[config.mk]
export PLATFORM = sky130hd
export DESIGN_NAME = mem_stage
export DESIGN_NICKNAME = d
export VERILOG_FILES = /design/src/bus_pkg.sv /design/src/cpu_pkg.sv /design/src/lane_steer.sv /design/src/mem_stage.sv
export SDC_FILE = /design/constraint.sdc
export NUM_CORES = 1
export LEC_CHECK = 0
export ABC_AREA = 1
export BUFFER_PORTS_ARGS = -buffer_cell sky130_fd_sc_hd__buf_2
export CAP_MARGIN = 20
export CORE_AREA = 2 2 203 205
export DETAILED_ROUTE_END_ITERATION = 8
export DIE_AREA = 0 0 205 207
export GPL_TIMING_DRIVEN = 0
export PLACE_DENSITY_LB_ADDON = 0.2
export SLEW_MARGIN = 25
export SYNTH_ARGS = -nofsm -noshare
export SYNTH_HDL_FRONTEND = slang
export SYNTH_SLANG_ARGS = --single-unit
[constraint.sdc]
create_clock -name clk_i -period 24.9 [get_ports clk_i]
set_input_delay 4.98 -clock clk_i [delete_from_list [all_inputs] [get_ports clk_i]]
set_output_delay 4.98 -clock clk_i [all_outputs]
set_load 0.02 [all_outputs]
[src/bus_pkg.sv]
`default_nettype none

package bus_pkg;

  // single master request, held for the whole cycle
  typedef struct packed {
    logic [31:0] adr;
    logic [31:0] dat;
    logic [3:0]  sel;   // bit 3 is the msb lane
    logic        we;
    logic        cyc;
    logic        stb;   // one clock per access
  } bus_req_t;

  typedef struct packed {
    logic        ack;
    logic [31:0] dat;
  } bus_rsp_t;

endpackage

`default_nettype wire

[src/cpu_pkg.sv]
`default_nettype none

package cpu_pkg;

  // instruction class, ir[31:28]
  typedef enum logic [3:0] {
    T_INH   = 4'h0,
    T_PUSH  = 4'h1,
    T_POP   = 4'h2,
    T_LOAD  = 4'h3,
    T_STORE = 4'h4,
    T_OTHER = 4'h5
  } ir_class_t;

  typedef enum logic [1:0] {
    SZ_WORD  = 2'd0,
    SZ_HALF  = 2'd1,
    SZ_BYTE  = 2'd2,
    SZ_WORD2 = 2'd3   // handled as a word
  } access_size_t;

  localparam logic [3:0] OP_PUSH      = 4'h0;
  localparam logic [3:0] OP_JSR       = 4'h1;
  localparam logic [3:0] OP_POP       = 4'h0;
  localparam logic [3:0] OP_RTS       = 4'h1;
  localparam logic [3:0] OP_TRAP      = 4'h5;
  localparam logic [3:0] OP_RTI_SHORT = 4'h1;

  typedef struct packed {
    logic [63:0] ir;
    logic [31:0] result;     // address or vector
    logic [31:0] reg_data1;  // store data, pop address
    logic [31:0] reg_data2;  // push data
    logic [31:0] sp_data;    // already decremented
    logic [31:0] pc;
    logic        pc_set;
    logic [1:0]  reg_write;
    logic [1:0]  sp_write;
    logic [3:0]  bank;
    logic        halt;
    logic        exc;
  } ex_mem_t;

  typedef struct packed {
    logic [31:0] result;
    logic [31:0] pc;
    logic        pc_set;
    logic [1:0]  reg_write;
    logic [3:0]  reg_write_addr;
    logic [31:0] sp_data;
    logic [1:0]  sp_write;
    logic [3:0]  bank;
    logic        halt;
    logic        exc;
    logic [63:0] ir;
  } mem_wb_t;

endpackage

`default_nettype wire

[src/lane_steer.sv]
`timescale 1ns/100ps
`default_nettype none

module lane_steer (
  input  wire cpu_pkg::access_size_t size_i,
  input  wire [1:0]                  adr_lo_i,
  input  wire [31:0]                 store_dat_i,
  input  wire [31:0]                 load_dat_i,
  output logic [3:0]                 sel_o,
  output logic [31:0]                store_dat_o,
  output logic [31:0]                load_dat_o
);

  logic [31:0] byte_shifted;
  logic [31:0] half_shifted;

  // big endian, address 0 sits in bits 31:24
  assign byte_shifted = load_dat_i >> {~adr_lo_i, 3'b000};
  assign half_shifted = adr_lo_i[1] ? load_dat_i : (load_dat_i >> 16);

  always_comb
  begin
    case (size_i)
      cpu_pkg::SZ_HALF:
      begin
        sel_o       = adr_lo_i[1] ? 4'b0011 : 4'b1100;
        store_dat_o = {2{store_dat_i[15:0]}};  // both halves, sel picks one
        load_dat_o  = {16'h0, half_shifted[15:0]};
      end
      cpu_pkg::SZ_BYTE:
      begin
        sel_o       = 4'b1000 >> adr_lo_i;
        store_dat_o = {4{store_dat_i[7:0]}};
        load_dat_o  = {24'h0, byte_shifted[7:0]};
      end
      default:
      begin
        sel_o       = 4'hf;  // word and word2
        store_dat_o = store_dat_i;
        load_dat_o  = load_dat_i;
      end
    endcase
  end

endmodule

`default_nettype wire

[src/mem_stage.sv]
`timescale 1ns/100ps
`default_nettype none

module mem_stage (
  input  wire                    clk_i,
  input  wire                    rst_i,
  input  wire cpu_pkg::ex_mem_t  ex_i,
  input  wire                    stall_i,
  output logic                   stall_o,
  output cpu_pkg::mem_wb_t       wb_o,
  output bus_pkg::bus_req_t      bus_o,
  input  wire bus_pkg::bus_rsp_t bus_i
);

  typedef enum logic [2:0] {
    S_IDLE, S_EXC, S_LOAD, S_STORE,
    S_PUSH, S_POP, S_JSR, S_RTS
  } state_t;

  state_t                state;
  state_t                state_next;
  cpu_pkg::ir_class_t    ir_class;
  logic [3:0]            ir_op;
  logic                  ir_size;
  cpu_pkg::access_size_t ir_sz;
  cpu_pkg::access_size_t lat_size;
  logic [3:0]            req_sel;
  logic [31:0]           req_dat;
  logic [31:0]           load_dat;
  bus_pkg::bus_req_t     req_next;
  cpu_pkg::mem_wb_t      wb_next;

  assign ir_class = cpu_pkg::ir_class_t'(ex_i.ir[31:28]);
  assign ir_op    = ex_i.ir[27:24];
  assign ir_size  = ex_i.ir[0];   // long instruction flag
  assign ir_sz    = cpu_pkg::access_size_t'(ex_i.ir[25:24]);

  lane_steer u_req_steer (
    .size_i      (ir_sz),
    .adr_lo_i    (ex_i.result[1:0]),
    .store_dat_i (ex_i.reg_data1),
    .load_dat_i  (32'h0),
    .sel_o       (req_sel),
    .store_dat_o (req_dat),
    .load_dat_o  ()
  );

  // read side uses what was latched when the cycle started
  lane_steer u_load_steer (
    .size_i      (lat_size),
    .adr_lo_i    (bus_o.adr[1:0]),
    .store_dat_i (32'h0),
    .load_dat_i  (bus_i.dat),
    .sel_o       (),
    .store_dat_o (),
    .load_dat_o  (load_dat)
  );

  always_comb
  begin
    state_next   = state;
    req_next     = bus_o;
    req_next.stb = 1'b0;
    wb_next      = wb_o;

    if (!(stall_i || stall_o))
    begin
      wb_next.reg_write      = ex_i.reg_write;
      wb_next.reg_write_addr = ex_i.ir[23:20];
      wb_next.sp_data        = ex_i.sp_data;
      wb_next.sp_write       = ex_i.sp_write;
      wb_next.bank           = ex_i.bank;
      wb_next.halt           = ex_i.halt;
      wb_next.exc            = ex_i.exc;
      wb_next.ir             = ex_i.ir;
    end
    if (!stall_i)
    begin
      wb_next.result = ex_i.result;
      wb_next.pc     = ex_i.pc;
      wb_next.pc_set = ex_i.pc_set;
    end

    case (state)
      S_IDLE:
        if (ex_i.exc)
        begin
          state_next   = S_EXC;
          req_next.we  = 1'b1;
          req_next.sel = 4'hf;
          req_next.adr = ex_i.sp_data;
          req_next.dat = ex_i.pc - (ir_size ? 32'd8 : 32'd4);
        end
        else
        begin
          case (ir_class)
            cpu_pkg::T_INH:
              if (ir_op == cpu_pkg::OP_TRAP || (ir_op == cpu_pkg::OP_RTI_SHORT && !ir_size))
              begin
                state_next   = S_EXC;
                req_next.we  = 1'b1;
                req_next.sel = 4'hf;
                req_next.adr = ex_i.sp_data;
                req_next.dat = ex_i.pc;
              end
            cpu_pkg::T_LOAD, cpu_pkg::T_STORE:
            begin
              state_next   = (ir_class == cpu_pkg::T_LOAD) ? S_LOAD : S_STORE;
              req_next.we  = (ir_class == cpu_pkg::T_STORE);
              req_next.sel = req_sel;
              req_next.adr = ex_i.result;
              req_next.dat = req_dat;
            end
            cpu_pkg::T_PUSH:
            begin
              state_next   = (ir_op == cpu_pkg::OP_PUSH) ? S_PUSH : S_JSR;
              req_next.we  = 1'b1;
              req_next.sel = 4'hf;
              req_next.adr = ex_i.sp_data;
              req_next.dat = (ir_op == cpu_pkg::OP_PUSH) ? ex_i.reg_data2 : ex_i.pc;
            end
            cpu_pkg::T_POP:
            begin
              state_next   = (ir_op == cpu_pkg::OP_POP) ? S_POP : S_RTS;
              req_next.we  = 1'b0;
              req_next.sel = 4'hf;
              req_next.adr = ex_i.reg_data1;  // sp before increment
              req_next.dat = ex_i.reg_data1;
            end
            default:
            begin
            end
          endcase
        end
      S_EXC:
        if (bus_i.ack)
        begin
          wb_next.pc       = ex_i.result;  // vector
          wb_next.pc_set   = 1'b1;
          wb_next.sp_write = 2'h3;
        end
      S_JSR:
        if (bus_i.ack)
        begin
          wb_next.pc     = ex_i.result;
          wb_next.pc_set = 1'b1;
        end
      S_RTS:
        if (bus_i.ack)
        begin
          wb_next.pc     = bus_i.dat;
          wb_next.pc_set = 1'b1;
        end
      S_LOAD:
        if (bus_i.ack)
          wb_next.result = load_dat;
      S_POP:
        if (bus_i.ack)
          wb_next.result = bus_i.dat;
      default:
      begin
      end
    endcase

    if (state == S_IDLE)
    begin
      req_next.cyc = (state_next != S_IDLE);
      req_next.stb = (state_next != S_IDLE);
    end
    else if (bus_i.ack)
    begin
      state_next   = S_IDLE;
      req_next.cyc = 1'b0;
      req_next.we  = 1'b0;
    end
  end

  always_ff @(posedge clk_i or posedge rst_i)
  begin
    if (rst_i)
    begin
      state    <= S_IDLE;
      stall_o  <= 1'b0;
      bus_o    <= '0;
      wb_o     <= '0;
      lat_size <= cpu_pkg::SZ_WORD;
    end
    else
    begin
      state   <= state_next;
      stall_o <= (state_next != S_IDLE);
      bus_o   <= req_next;
      wb_o    <= wb_next;
      if (state == S_IDLE)
        lat_size <= ir_sz;
    end
  end

endmodule

`default_nettype wire

==> results of run 1 <==
-- sequential cells by signal, summed over array words and instances (netlist names) --
signal and flops:
bus_o 71, lat_size 2, stall_o 1, state 3, wb_o 171
-- layout by cell type (no fill, tap or decap), types with 8 or more instances in the layout --
master | synthesis | final
dfrtp_1 | 248 | 248
o21ai_0 | 168 | 168
clkbuf_1 | 40 | 46
inv_1 | 147 | 146
a21oi_1 | 43 | 43
o221ai_1 | 24 | 24
a211oi_1 | 8 | 8
or2_2 | 10 | 10
buf_2 | 49 | 564
nand3_1 | 163 | 163
o21a_1 | 8 | 8
diode_2 | 0 | 8
buf_4 | 14 | 14
clkbuf_16 | 0 | 29
nand2_1 | 648 | 648
nand4_1 | 15 | 15
mux2_2 | 93 | 93
o21ai_1 | 20 | 20
nor2_1 | 136 | 136
o211ai_1 | 46 | 46
-- worst register-to-register path, delay by kind of cell, from the launching register on --
family,cells,cell delay (ns)
adder cells (fa/ha/maj),1,0.36
AND/OR/NAND/NOR,1,0.55
AO/OA/AOI/OAI,3,0.53
flip-flops,1,0.38
buffers and inverters,2,0.46
-- cell families (layout without fill, tap and decap cells) --
| kind of cell | Yosys count | in the layout | synth area share [%] |
|---|---|---|---|
| compound gates | 324 | 324 | 13.1 |
| fa+ha+maj | 8 | 8 | 0.744 |
| flops | 248 | 248 | 42.9 |
| simple gates | 992 | 992 | 28.1 |
| buf+inv | 264 | 833 | 7.69 |
| other cells | 0 | 8 | 0 |
| xor+xnor | 2 | 2 | 0.121 |
| mux | 95 | 95 | 7.38 |
-- how the worst max path moves through the flow --
stage | from | endpoint | cells after the start
floorplan | rst_i | bus_o[0] | 1
global placement | rst_i | wb_o[125] | 2
detailed placement | ex_i[171] | bus_o[23] | 12
CTS | ex_i[171] | bus_o[23] | 12
global route | ex_i[171] | bus_o[23] | 12
finish | ex_i[171] | bus_o[23] | 12
-- synthesized netlist by cell type, drive strengths merged --
cell / instances / area (um^2)
a211oi: 8 / 60.1
a21boi: 1 / 7.51
inv: 154 / 578
o221ai: 24 / 210
or2: 10 / 62.6
o211ai: 46 / 345
a31oi: 1 / 6.26
clkbuf: 40 / 150
nand2: 652 / 2460
a21oi: 44 / 224
clkinv: 3 / 11.3
nor3: 3 / 20.0
and2: 3 / 18.8
o22ai: 1 / 6.26
mux2: 93 / 1050
buf: 67 / 373
fa: 1 / 20.0
xor2: 2 / 17.5
nand3b: 4 / 30.0
mux2i: 2 / 20.0
nand4: 15 / 93.8
ha: 7 / 87.6
dfrtp: 248 / 6210
o2bb2ai: 3 / 26.3
o21a: 8 / 60.1
nor2: 140 / 541
nand3: 165 / 836
o21ai: 188 / 941
-- area by class of cell --
| cell class | instances | share of cell area (%) |
|---|---|---|
| diodes | 8 | 0.106 |
| plain buffers | 107 | 2.78 |
| clock buffers | 39 | 4.27 |
| clock inverters | 13 | 1.18 |
| inverters | 157 | 3.17 |
| multi-input cells | 1421 | 38.0 |
| flip-flops and latches | 248 | 33.0 |
| well taps | 532 | 3.54 |
| repair buffers | 517 | 14.0 |
-- power by group through the flow --
stage	registers [uW]	logic (uW)	clock network, uW
global route	713	1030	487
floorplan	906	349	0
detailed placement	694	963	0
global placement	691	954	0
CTS	692	964	472
finish	692	965	465
-- through the flow --
step | instance area (um^2) | util, % | hold slack [ns] | worst slack (ns)
2_1_floorplan | 14500 | - | 0.478 | 13.11
3_3_place_gp | 17700 | 43.8 | 0.458 | 10.10
3_5_place_dp | 17800 | 44.0 | 0.461 | 17.66
4_1_cts | 18800 | 46.5 | 0.477 | 18.25
5_1_grt | 18800 | 46.6 | 0.489 | 18.00
6_report | 18800 | 46.6 | 0.474 | 18.20
-- per-layer routing --
layer | share of wire [%] | global-route usage (%) | vias up | routed length (um)
met3 | 9.3 | 7.66 | 155 | 7030
met2 | 47 | 57.0 | 880 | 35500
met5 | 0.16 | 0 | - | 118
li1 | - | - | 7472 | -
met4 | 4.1 | 13.3 | 18 | 3120
met1 | 40 | 44.5 | 8018 | 29900
==> metrics.md, run 1 <==
| Metric | Value |
|---|---|
| Outcome | `finished, final reports clean` |
| Post-CTS Resized | `0` |
| VDD IR max | `0.0000732 V` |
| Iter 0 DRT Violations | `1,593` |
| RSZ-0062 raised after global routing | `no` |
| Fmax | `149 MHz` |
| Fillers | `4,333` |
| # DRC | `0` |
| R2R Path End | `wb_o[156]` |
| Total Power | `2120 uW` |
| 1st-pass router iterations | `6` |
| Setup TNS | `0 ns` |
| Crit path arrival time | `7.22 ns` |
| Unique cell type count in the Yosys netlist | `39` |
| Reg area | `0.00621 mm^2` |
| Worst path slowest cell | `nor2_1` |
| Die W | `205 um` |
| Fin crit period | `6.70 ns` |
| Post-synthesis sequential area ratio | `42.9%` |
| GRT Total Usage | `34.7%` |
| Hold-fix buffers, CTS | `0` |
| Critical path's top delay family | `simple AND/OR/NAND/NOR gates` |
| DR vias | `16,500` |
| Wire per inst | `24.9 um` |
| Hold Path End | `bus_o[22]` |
| Rel. slew slack | `35.2%` |
| Worst path cell trace | `buf_2, inv_1, ha_1, fa_1, nand3_1, nor2_1, inv_1, o21ai_0, nand3_1, nand2_1, nand2_1, nand2_1` |
| Final setup fails | `0` |
| Switching power | `930 uW` |
| Worst slew pin tran | `0.972 ns` |
| Grt ovf | `0` |
| CTS tree | `yes` |
| FF-to-FF path depth | `7` |
| Root buffer cell | `clkbuf_16` |
| CP Buf/Inv Count | `3` |
| CTS H-Tree Depth | `1` |
| Crit path max fanout | `6` |
| Max Buffers Root-to-Sink | `3` |
| Power density over the cells | `113 mW/mm^2` |
| Final Cycle Share | `26.9%` |
| Clk network pwr share | `21.9%` |
| Critical hold path startpoint | `bus_o[22]` |
| Critical path class | `in -> reg` |
| Clock transition at path regs | `0.06 ns` |
| Height of the die | `207 um` |
| Final wirelength | `75.7 mm` |
| Multi-input gate area | `0.00714 mm^2` |
| First-pass GRT wire length | `108 mm` |
| Int Power | `1190 uW` |
| Io pins | `518` |
| Syn avg cell area | `7.48 um^2` |
| Total CTS buffers | `29` |
| Syn nets | `2,212` |
| Vias in the first global route | `16,000` |
| CORE AREA | `0.0404 mm^2` |
| Clock skew | `0.0180 ns` |
| Layout Cells excl Fill | `3,042` |
| Clk_lat worst skew | `0.57 ns` |
| Max-cap viol count | `0` |
| Switch share | `43.8%` |
| RR Startpoint | `lat_size[0]` |
| Layout Nets | `2,760` |
| Via-to-Cell Ratio | `5.44` |
| Synthesized flop and latch total | `248` |
| Syn-to-layout area delta | `30.1%` |
| Cell mode on critical path | `nand2_1` |
| Dpl hpwl | `62.3 mm` |
| CP startpoint kind | `input port` |
| Std-Cell Rows | `74` |
| Mapped Cells | `1,933` |
| Die Footprint | `0.0424 mm^2` |
| Routability Congestion | `0.995` |
| Placed insts | `2,982` |
| Fin. max-slew vios | `0` |
| FF-to-FF setup slack | `22.50 ns` |
| Synth Cell Area | `0.0145 mm^2` |
| Combinational share of power | `45.5%` |
| Post-CTS Setup Inserts | `0` |
| Largest net degree at the start of global routing | `95` |
| CP endpoint kind | `flip-flop` |
| Seq pwr share | `32.6%` |
| Antenna Violating Nets Remaining | `0` |
| Clk sinks | `248` |
| CP required | `25.41 ns` |
| Leakage | `0.00982 uW` |
| Port Buffer Count | `515` |
| HP Class | `reg -> reg` |
| Hold-critical path depth | `2` |
| Initial Util | `35.8%` |
| Synth Warn # | `0` |
| CP max stage delay | `0.50 ns` |
| Fraction of layout instances using a drive strength above 1 | `30.0%` |
| Antenna violations before repair | `19` |
| Final Hold Viols | `0` |
Note: power is estimated with default switching activity, not from simulation.
==> inputs of run 2 (changes only) <==
ABC_AREA = 0   (was 1)
clock period = 6.5 ns   (was 24.9 ns; I/O delays follow)
==> run 2 against run 1 <==
Final cell count is 22% lower. Synthesized area decreased by 11%. Critical endpoint is now bus_o[25]. Via count decreased by 21%. Highest routed layer unchanged. Design area decreased by 7.7%.
==> metrics.md, run 2 <==
| Metric | Value |
|---|---|
| Die W | `205 um (unchanged)` |
| Main flop type after synthesis | `dfrtp_1 (unchanged)` |
| RSZ-0062 raised after global routing | `no (unchanged)` |
| VDD IR max | `0.000278 V (was 0.0000732 V)` |
| Most common cell in the netlist | `dfrtp_1 (was nand2_1)` |
| Final setup fails | `0 (unchanged)` |
| EDFF count, synth | `0 (unchanged)` |
| Clock skew | `0.00758 ns (was 0.0180 ns)` |
| Fmax | `278 MHz` |
| Clk_lat worst skew | `0.59 ns (was 0.57 ns)` |
| Port Buffer Count | `510 (was 515)` |
| Post-synthesis mux area share | `14.7% (was 7.38%)` |
| Core Util, Final | `43.0% (was 46.6%)` |
| Layout Nets | `2,077 (was 2,760)` |
| Height of the die | `207 um (unchanged)` |
| Dominant cells by area after synthesis | `dfrtp_1 (48%), mux2_2 (9.1%), a22oi_1 (6.0%) (was dfrtp_1 (43%), nand2_1 (17%), mux2_2 (7.2%))` |
| Final wirelength | `63.0 mm (was 75.7 mm)` |
| Clk sinks | `248 (unchanged)` |
| Int Power | `4380 uW (was 1190 uW)` |
| Switching power | `3020 uW (was 930 uW)` |
| Fin crit period | `3.60 ns` |
| Initial Util | `31.9% (was 35.8%)` |
| Critical path class | `in -> reg (unchanged)` |
| Fraction of layout instances using a drive strength above 1 | `39.0% (was 30.0%)` |
| Asr flop ratio synth | `100% (unchanged)` |
| Synth Warn # | `0 (unchanged)` |
| Worst slew pin tran | `0.934 ns (was 0.972 ns)` |
| CTS H-Tree Depth | `1 (unchanged)` |
| Clock transition at path regs | `0.07 ns (was 0.06 ns)` |
| Post-synthesis sequential area ratio | `48.2% (was 42.9%)` |
| Std-Cell Rows | `74 (unchanged)` |
| Final Hold Viols | `0 (unchanged)` |
| CORE AREA | `0.0404 mm^2 (unchanged)` |
| CTS tree | `yes (unchanged)` |
| R2R Path End | `wb_o[7] (was wb_o[156])` |
| CP max stage delay | `0.78 ns (was 0.50 ns)` |
| DR vias | `13,100 (was 16,500)` |
| Wire per inst | `26.7 um (was 24.9 um)` |
| Fin Hold WS | `0.481 ns (was 0.474 ns)` |
| Place WS | `2.47 ns (was 17.66 ns)` |
| Adder-cell share of the synthesized area | `0.836% (was 0.744%)` |
| Worst path slowest cell | `nor4b_1 (was nor2_1)` |
| Leakage | `0.00788 uW (was 0.00982 uW)` |
| Dpl hpwl | `50.8 mm (was 62.3 mm)` |
| CP endpoint kind | `flip-flop (unchanged)` |
| Setup WS post-layout | `2.90 ns (was 18.20 ns)` |
| CP startpoint kind | `input port (unchanged)` |
| Hold-fix buffers, CTS | `0 (unchanged)` |
| Setup TNS | `0 ns (unchanged)` |
| Fin. max-slew vios | `0 (unchanged)` |
| # DRC | `0 (unchanged)` |
| Seq pwr share | `33.8% (was 32.6%)` |
| Iter 0 DRT Violations | `1,211 (was 1,593)` |
| Largest net degree at the start of global routing | `32 (was 95)` |
| Design Area, Final | `0.0174 mm^2 (was 0.0188 mm^2)` |
| RR Startpoint | `stall_o (was lat_size[0])` |
| Max Buffers Root-to-Sink | `3 (unchanged)` |
| Critical hold path startpoint | `bus_o[50] (was bus_o[22])` |
| Placed inst area | `0.0163 mm^2 (was 0.0178 mm^2)` |
| Root buffer cell | `clkbuf_16 (unchanged)` |
| 1st-pass router iterations | `8 (was 6)` |
| FF-to-FF path depth | `4 (was 7)` |
| Antenna Violating Nets Remaining | `0 (unchanged)` |
| Simple-Gate Fraction of Synth Area | `9.18% (was 28.1%)` |
| Hold-critical path depth | `2 (unchanged)` |
| Hold Path End | `bus_o[50] (was bus_o[22])` |
| Routability Congestion | `0.934 (was 0.995)` |
| Synthesized flop and latch total | `248 (unchanged)` |
| GRT Total Usage | `28.8% (was 34.7%)` |
| Die Footprint | `0.0424 mm^2 (unchanged)` |
| Most common cell after layout, fill and taps aside | `buf_2 (was nand2_1)` |
| Antenna violations before repair | `16 (was 19)` |
| Combinational share of power | `41.8% (was 45.5%)` |
| Share of the synthesized area in the top cell type | `48.2% (was 42.9%)` |
| Largest registers | `wb_o x171, bus_o x71, state x3 (unchanged)` |
| Reg with most FFs | `wb_o (unchanged)` |
| Post-synth top area cell | `dfrtp_1 (unchanged)` |
| Synth Cell Area | `0.0129 mm^2 (was 0.0145 mm^2)` |
| Clk network pwr share | `24.4% (was 21.9%)` |
| Unique cell type count in the Yosys netlist | `61 (was 39)` |
| Max-cap viol count | `0 (unchanged)` |
| Power density over the cells | `427 mW/mm^2 (was 113 mW/mm^2)` |
| Largest family of logic cells by synthesized area | `compound AO/OA/AOI/OAI gates (was simple AND/OR/NAND/NOR gates)` |
| Post-CTS Setup Inserts | `0 (unchanged)` |
| Post-CTS Resized | `0 (unchanged)` |
| First-pass GRT wire length | `89.5 mm (was 108 mm)` |
| Syn avg cell area | `10.3 um^2 (was 7.48 um^2)` |
| Max FFs per register | `171 (unchanged)` |
| CP required | `6.96 ns (was 25.41 ns)` |
| Total CTS buffers | `31 (was 29)` |
| Syn nets | `1,524 (was 2,212)` |
| Outcome | `finished, final reports clean (unchanged)` |
| Final Cycle Share | `55.3%` |
| Worst path cell trace | `buf_2, inv_1, ha_1, fa_1, nor4b_1, nand4_1, xnor2_1, a221oi_1, nor2_1 (was buf_2, inv_1, ha_1, fa_1, nand3_1, nor2_1, inv_1, o21ai_0, nand3_1, nand2_1, nand2_1, nand2_1)` |
| FF-to-FF setup slack | `3.70 ns (was 22.50 ns)` |
| Synth Area in XOR/XNOR | `1.84% (was 0.121%)` |
| Syn-to-layout area delta | `34.9% (was 30.1%)` |
| Via-to-Cell Ratio | `5.55 (was 5.44)` |
| HP Class | `reg -> reg (unchanged)` |
| Mapped Cells | `1,245 (was 1,933)` |
| Rel. slew slack | `36.8% (was 35.2%)` |
| Synth Area in Compound Gates | `20.6% (was 13.1%)` |
| Io pins | `518 (unchanged)` |
| Vias in the first global route | `13,300 (was 16,000)` |
| Grt ovf | `0 (unchanged)` |
| Switch share | `40.8% (was 43.8%)` |
| Crit path max fanout | `7 (was 6)` |
| Crit path arrival time | `4.05 ns (was 7.22 ns)` |
| Most instantiated cells after synthesis | `dfrtp_1 (248), mux2_2 (104), a22oi_1 (102) (was nand2_1 (648), dfrtp_1 (248), o21ai_0 (168))` |
| Most frequent cells in the layout | `buf_2 (527), dfrtp_1 (248), mux2_2 (104) (was nand2_1 (648), buf_2 (564), dfrtp_1 (248))` |
## run 2: cell types whose count changed after synthesis, moves of 20 or more
cell,before,now
nand2_1,648,79
clkbuf_1,40,70
o21ai_0,168,101
nand3_1,163,25
a221o_1,0,21
buf_2,49,16
nor3_1,2,22
inv_1,147,23
a21oi_1,43,79
a22oi_1,0,102
o211ai_1,46,1
mux2i_1,2,72
nor2_1,136,78
## run 2: final cells by class
class                      count  area, um^2
antenna                        9        22.5
buffer                       108         493
clock buffer                  42         847
clock inverter                13         200
fill                        4102       23000
inverter                      24        98.8
multi-input combinational    865        6080
sequential                   248        6210
tap                          532         666
timing repair buffer         520        2740
## run 2: metrics by stage
step                      power (uW)  instances
after floorplan                 4330       1245
after global placement          5550       2287
after detailed placement        5610       2297
after CTS                       7440       2352
after global routing            7770       2357
final                           7400       2361
## run 2: layer usage
layer	global-route usage (%)	wire [um]	vias up
met5	0	86	-
met4	10.9	2680	12
met3	8.75	6330	158
met2	47.6	29700	722
met1	35.1	24200	6479
li1	-	-	5721
## run 2: logic make-up (layout without fill, tap and decap cells)
group,Yosys count,in the layout
AOI/OAI and AO/OA,401,401
xor gates and xnor gates,27,27
adders and majority gates,8,8
buffers and inverters,132,707
DFF,248,248
muxes,176,176
other,0,9
and+or+nand+nor,253,253
## run 2: worst max path at each step
| stage | start | end | slack, ns |
|---|---|---|---|
| after floorplan | rst_i | bus_o[0] | 1.94 |
| after global placement | rst_i | bus_o[0] | 0.19 |
| after detailed placement | ex_i[171] | bus_o[25] | 2.47 |
| after CTS | ex_i[171] | bus_o[25] | 3.04 |
| after global routing | ex_i[171] | bus_o[31] | 2.74 |
| final | ex_i[171] | bus_o[25] | 2.90 |
## run 2: power groups by stage
stage                     logic [uW]  clock network, uW  registers [uW]
final                           3090               1810            2500
after CTS                       3100               1840            2500
after detailed placement        3090                  0            2520
after floorplan                 1080                  0            3250
after global placement          3050                  0            2500
after global routing            3290               1910            2580
## run 2: critical path, delay by kind of cell
| family | cells | cell delay (ns) |
|---|---|---|
| and+or+nand+nor | 3 | 1.39 |
| xor gates and xnor gates | 1 | 0.26 |
| buffers and inverters | 2 | 0.22 |
| AOI/OAI and AO/OA | 1 | 0.47 |
| adders and majority gates | 2 | 0.40 |
